## config.mk

```make
export PLATFORM = sky130hd
export DESIGN_NAME = cache_refill_buffer
export DESIGN_NICKNAME = d
export VERILOG_FILES = /design/src/cache_geom_pkg.sv /design/src/mem_bus_pkg.sv /design/src/cache_refill_buffer.sv
export SDC_FILE = /design/constraint.sdc
export NUM_CORES = 1
export LEC_CHECK = 0
export BUFFER_PORTS_ARGS = -buffer_cell sky130_fd_sc_hd__buf_4
export CAP_MARGIN = 10
export CORE_MARGIN = 2
export CORE_UTILIZATION = 37
export DETAILED_ROUTE_END_ITERATION = 10
export GPL_TIMING_DRIVEN = 0
export PLACE_DENSITY = 0.69
export SYNTH_ARGS = -nofsm -noshare
export SYNTH_HDL_FRONTEND = slang
export SYNTH_SLANG_ARGS = --single-unit
export TNS_END_PERCENT = 5
```

## constraint.sdc

```tcl
create_clock -name clk -period 3.6 [get_ports clk]
set_input_delay 0.18 -clock clk [delete_from_list [all_inputs] [get_ports clk]]
set_output_delay 0.18 -clock clk [all_outputs]
set_load 0.01 [all_outputs]
```

## src/cache_geom_pkg.sv

```systemverilog
`default_nettype none

package cache_geom_pkg;

    // address split: tag | index | offset
    localparam int TAG_W      = 20;
    localparam int INDEX_W    = 7;
    localparam int OFFSET_W   = 5;

    localparam int LINE_BYTES = 32;
    localparam int LINE_WORDS = 8;
    localparam int NUM_SETS   = 128;
    localparam int NUM_WAYS   = 2;

    typedef logic [TAG_W-1:0]                tag_t;
    typedef logic [INDEX_W-1:0]              index_t;
    typedef logic [OFFSET_W-1:0]             offset_t;
    typedef logic [31:0]                     word_t;
    typedef logic [3:0]                      strb_t;
    typedef logic [LINE_BYTES*8-1:0]         line_t;
    typedef logic [LINE_BYTES-1:0]           line_strb_t;
    typedef logic [$clog2(LINE_WORDS)-1:0]   beat_t;
    typedef logic [$clog2(NUM_WAYS)-1:0]     way_t;
    typedef logic [NUM_WAYS-1:0]             way_vec_t;

    localparam logic OP_READ  = 1'b0;
    localparam logic OP_WRITE = 1'b1;

    // one processor access as presented on the request port
    typedef struct packed {
        logic       op;
        logic       uncached;
        logic [1:0] size;
        tag_t       tag;
        index_t     index;
        offset_t    offset;
        strb_t      wstrb;
        word_t      wdata;
    } cpu_req_t;

endpackage

`default_nettype wire

```

## src/mem_bus_pkg.sv

```systemverilog
`default_nettype none

package mem_bus_pkg;

    typedef logic [2:0] mem_type_t;

    // whole-line transfer; uncached ones carry {1'b0, size}
    localparam mem_type_t TYPE_LINE = 3'b100;

    typedef struct packed {
        mem_type_t   req_type;
        logic [31:0] addr;
    } mem_rd_req_t;

    // one returned beat
    typedef struct packed {
        logic                  valid;
        logic                  last;
        cache_geom_pkg::word_t data;
    } mem_ret_t;

    // uncached writes use the low word of data only
    typedef struct packed {
        mem_type_t             req_type;
        logic [31:0]           addr;
        cache_geom_pkg::strb_t wstrb;
        cache_geom_pkg::line_t data;
    } mem_wr_req_t;

endpackage

`default_nettype wire

```

## src/cache_refill_buffer.sv

```systemverilog
`default_nettype none

module cache_refill_buffer (
    input  wire                         clk,
    input  wire                         resetn,
    input  wire mem_bus_pkg::mem_ret_t  ret,
    output cache_geom_pkg::line_t       line,
    output cache_geom_pkg::beat_t       count
);
    import cache_geom_pkg::*;

    line_t line_q;

    // beats come in word order, so count is also the word slot
    always_ff @(posedge clk) begin
        if (ret.valid) begin
            line_q[{count, 5'd0} +: 32] <= ret.data;
        end
    end

    // current beat already folded in, so the full line is ready on last
    always_comb begin
        line = line_q;
        if (ret.valid) begin
            line[{count, 5'd0} +: 32] = ret.data;
        end
    end

    always_ff @(posedge clk) begin
        if (!resetn) begin
            count <= '0;
        end else if (ret.valid) begin
            count <= ret.last ? beat_t'(0) : count + 1'b1;
        end
    end

    // the bus must close a line burst on its final word
    assert property (@(posedge clk) disable iff (!resetn)
        (ret.valid && (count == beat_t'(LINE_WORDS - 1))) |-> ret.last);

endmodule

`default_nettype wire

```

==> results.json <==
{
  "pin_count": 295,
  "io_buffers": 294,
  "ys_seq_elements": 259,
  "die_w_um": 158,
  "synthFlopType": "dfxtp_1",
  "numCtsBuffers": 28,
  "die_area_sq_um": 25000,
  "maxSlewViolCount": 0,
  "yosysUniqueCellTypes": 27,
  "first_pass_iters": 4,
  "ir_worst_vdd_uv": 404,
  "worstSetupPathType": "reg -> out",
  "post_cts_buffers": 0,
  "cp-end-kind": "output port",
  "drv_cap": 0,
  "start_kind": "flop",
  "clock_latency_ns": 0.53,
  "synth_area_leader_cell": "dfxtp_1",
  "drt_wl_total_um": 23400,
  "synth.most_common_cell": "dfxtp_1",
  "ant_nets": 0,
  "core_sq_um": 23400,
  "gp_congestion": 0.748,
  "worstPathArrival_ns": 3.18,
  "synthCells": 582,
  "clk_path_buf_depth": 3,
  "yosys.area.top_type_share": 0.589,
  "finalCriticalPeriod_ns": 3.36,
  "num_antenna_cells": 0,
  "num_vias": 5778,
  "worst_slew_margin_rel": 0.626,
  "fin_setup_tns_ns": 0,
  "cts_max_level": 1,
  "status": "complete, no violations",
  "leakage_uw": 0.00598,
  "grt_usage": 0.175,
  "synth_edf_count": 0,
  "avgSynthCellArea_sq_um": 15.1,
  "fin_nets": 979,
  "drive_gt1_frac": 0.645,
  "final_util": 0.542,
  "cp.required_ns": 3.42,
  "critPathMaxFanout": 10,
  "synth.area.top_cells": "dfxtp_1 (59%), mux2_2 (24%), mux2_4 (10%)",
  "grt_pass1_vias": 5569,
  "rows": 56,
  "die_h_um": 158,
  "synth.net_count": 622,
  "viasPerCell": 4.52,
  "synth_warnings": 0,
  "seq_area_frac_synth": 0.589,
  "grt_max_degree": 14,
  "dp_hpwl_um": 16100,
  "setup_viol": 0,
  "syn_area_sq_um": 8800,
  "grt_overflow": 0,
  "area_growth_pct": 44.2,
  "min_period_over_period": 0.933,
  "drc": 0,
  "first_iter_violations": 206,
  "hold_class": "in -> reg",
  "async_flop_share": 0,
  "rsz0062_at_grt": "no",
  "cts_tree": "yes",
  "antenna_found_initial": 0,
  "initial_core_util": 0.376,
  "clkTransAtPathRegs_ns": 0.06,
  "tightestPinTransition_ns": 0.560,
  "grt_pass1_wl_um": 33500,
  "ctsRootBufferMaster": "clkbuf_16",
  "cts.sinks": 259,
  "power_density_nw_per_um2": 566,
  "finalHoldViolCount": 0,
  "ys_top_cells_by_count": "dfxtp_1 (259), mux2_2 (185), mux2_4 (60)",
  "fmax_mhz": 298,
  "wl_per_cell_um": 18.3,
  "final.setup_skew_ns": 0.00853
}
-- registers in the layout, summed over array words and instances (netlist names) --
name / count
count: 3
line_q: 256
-- worst max-delay path, cell delays in order, from the launching register on --
cell and delay (ns):
dfxtp_1 0.46, inv_1 0.07, ha_1 0.22, ha_1 0.44
nand3b_4 0.19, nor2_4 0.42, buf_4 0.33, mux2_2 0.38
buf_4 0.15
-- layout by cell type (no fill, tap or decap), types with 2 or more instances in the layout --
cell           netlist  final
clkinv_2             0      3
and2_1               2      2
ha_1                 4      4
nand2b_1             3      3
clkbuf_1             0      5
clkbuf_8             0     11
nor4_4               3      3
mux2_2             185    185
clkbuf_16            0     29
inv_1                3      3
mux2_1               7      7
nand2_1              5      5
buf_4               15    309
or3_1                2      2
dlygate4sd3_1        0     33
buf_6                6      6
buf_2                6      6
mux2_4              60     60
dfxtp_1            259    259
clkinv_4             0      2
o31ai_1              4      4
o21ai_0              7      7
-- kinds of logic (layout without fill, tap and decap cells) --
kind of cell,Yosys count,in the layout,share of synthesized area
multiplexers,252,252,0.348
AO/OA/AOI/OAI,12,12,0.00796
adder cells (fa/ha/maj),4,4,0.00569
AND/OR/NAND/NOR,25,25,0.0236
buffers and inverters,30,408,0.0252
flip-flops,259,259,0.589
-- report_power, final --
part / switching [uW] / internal (uW)
clock network: 1130 / 1690
registers: 62.5 / 3150
logic: 513 / 626
total: 1710 / 5470
-- worst paths after layout --
| path | to | cells past startpoint | slack, ns | from |
|---|---|---|---|---|
| max | line[57] | 8 | 0.24 | count[0] |
| min | line_q[98] | 2 | 0.02 | ret[2] |
| max reg2reg | line_q[57] | 7 | 0.98 | count[0] |
| min reg2reg | line_q[225] | 1 | 0.46 | line_q[225] |
-- stage by stage --
stage | instance area (sq um) | hold WS [ns] | power, uW | instances | worst slack, ns
4_1_cts | 12700 | 0.00191 | 7260 | 1279 | 0.109
3_3_place_gp | 11400 | 0.404 | 4360 | 1195 | 0.720
3_5_place_dp | 11400 | 0.406 | 4390 | 1195 | 0.686
2_1_floorplan | 8800 | 0.302 | 3790 | 582 | 1.23
6_report | 12700 | 0.0181 | 7180 | 1279 | 0.242
5_1_grt | 12700 | 0.00422 | 7490 | 1279 | 0.0326
-- routing by layer --
layer	global-route usage	up-vias	routed length, um
met2	0.292	199	11200
li1	-	2761	-
met3	0.0479	35	1710
met5	0	-	0
met4	0.0515	0	591
met1	0.222	2783	9930
-- cell type report --
class / instances / area, sq um
well taps: 319 / 399
clock inverters: 6 / 40.0
inverters: 3 / 11.3
multi-input cells: 293 / 3410
fillers: 2036 / 10700
repair buffers: 327 / 2540
clock buffers: 45 / 896
plain buffers: 27 / 210
flip-flops and latches: 259 / 5180
-- what timing repair did --
action                                 in CTS  in global routing
setup endpoints to repair                   0                 45
hold buffers                               33                  0
resized for setup                           0                  2
endpoints found under the hold margin     251                  0
(Power assumes the default switching activity.)
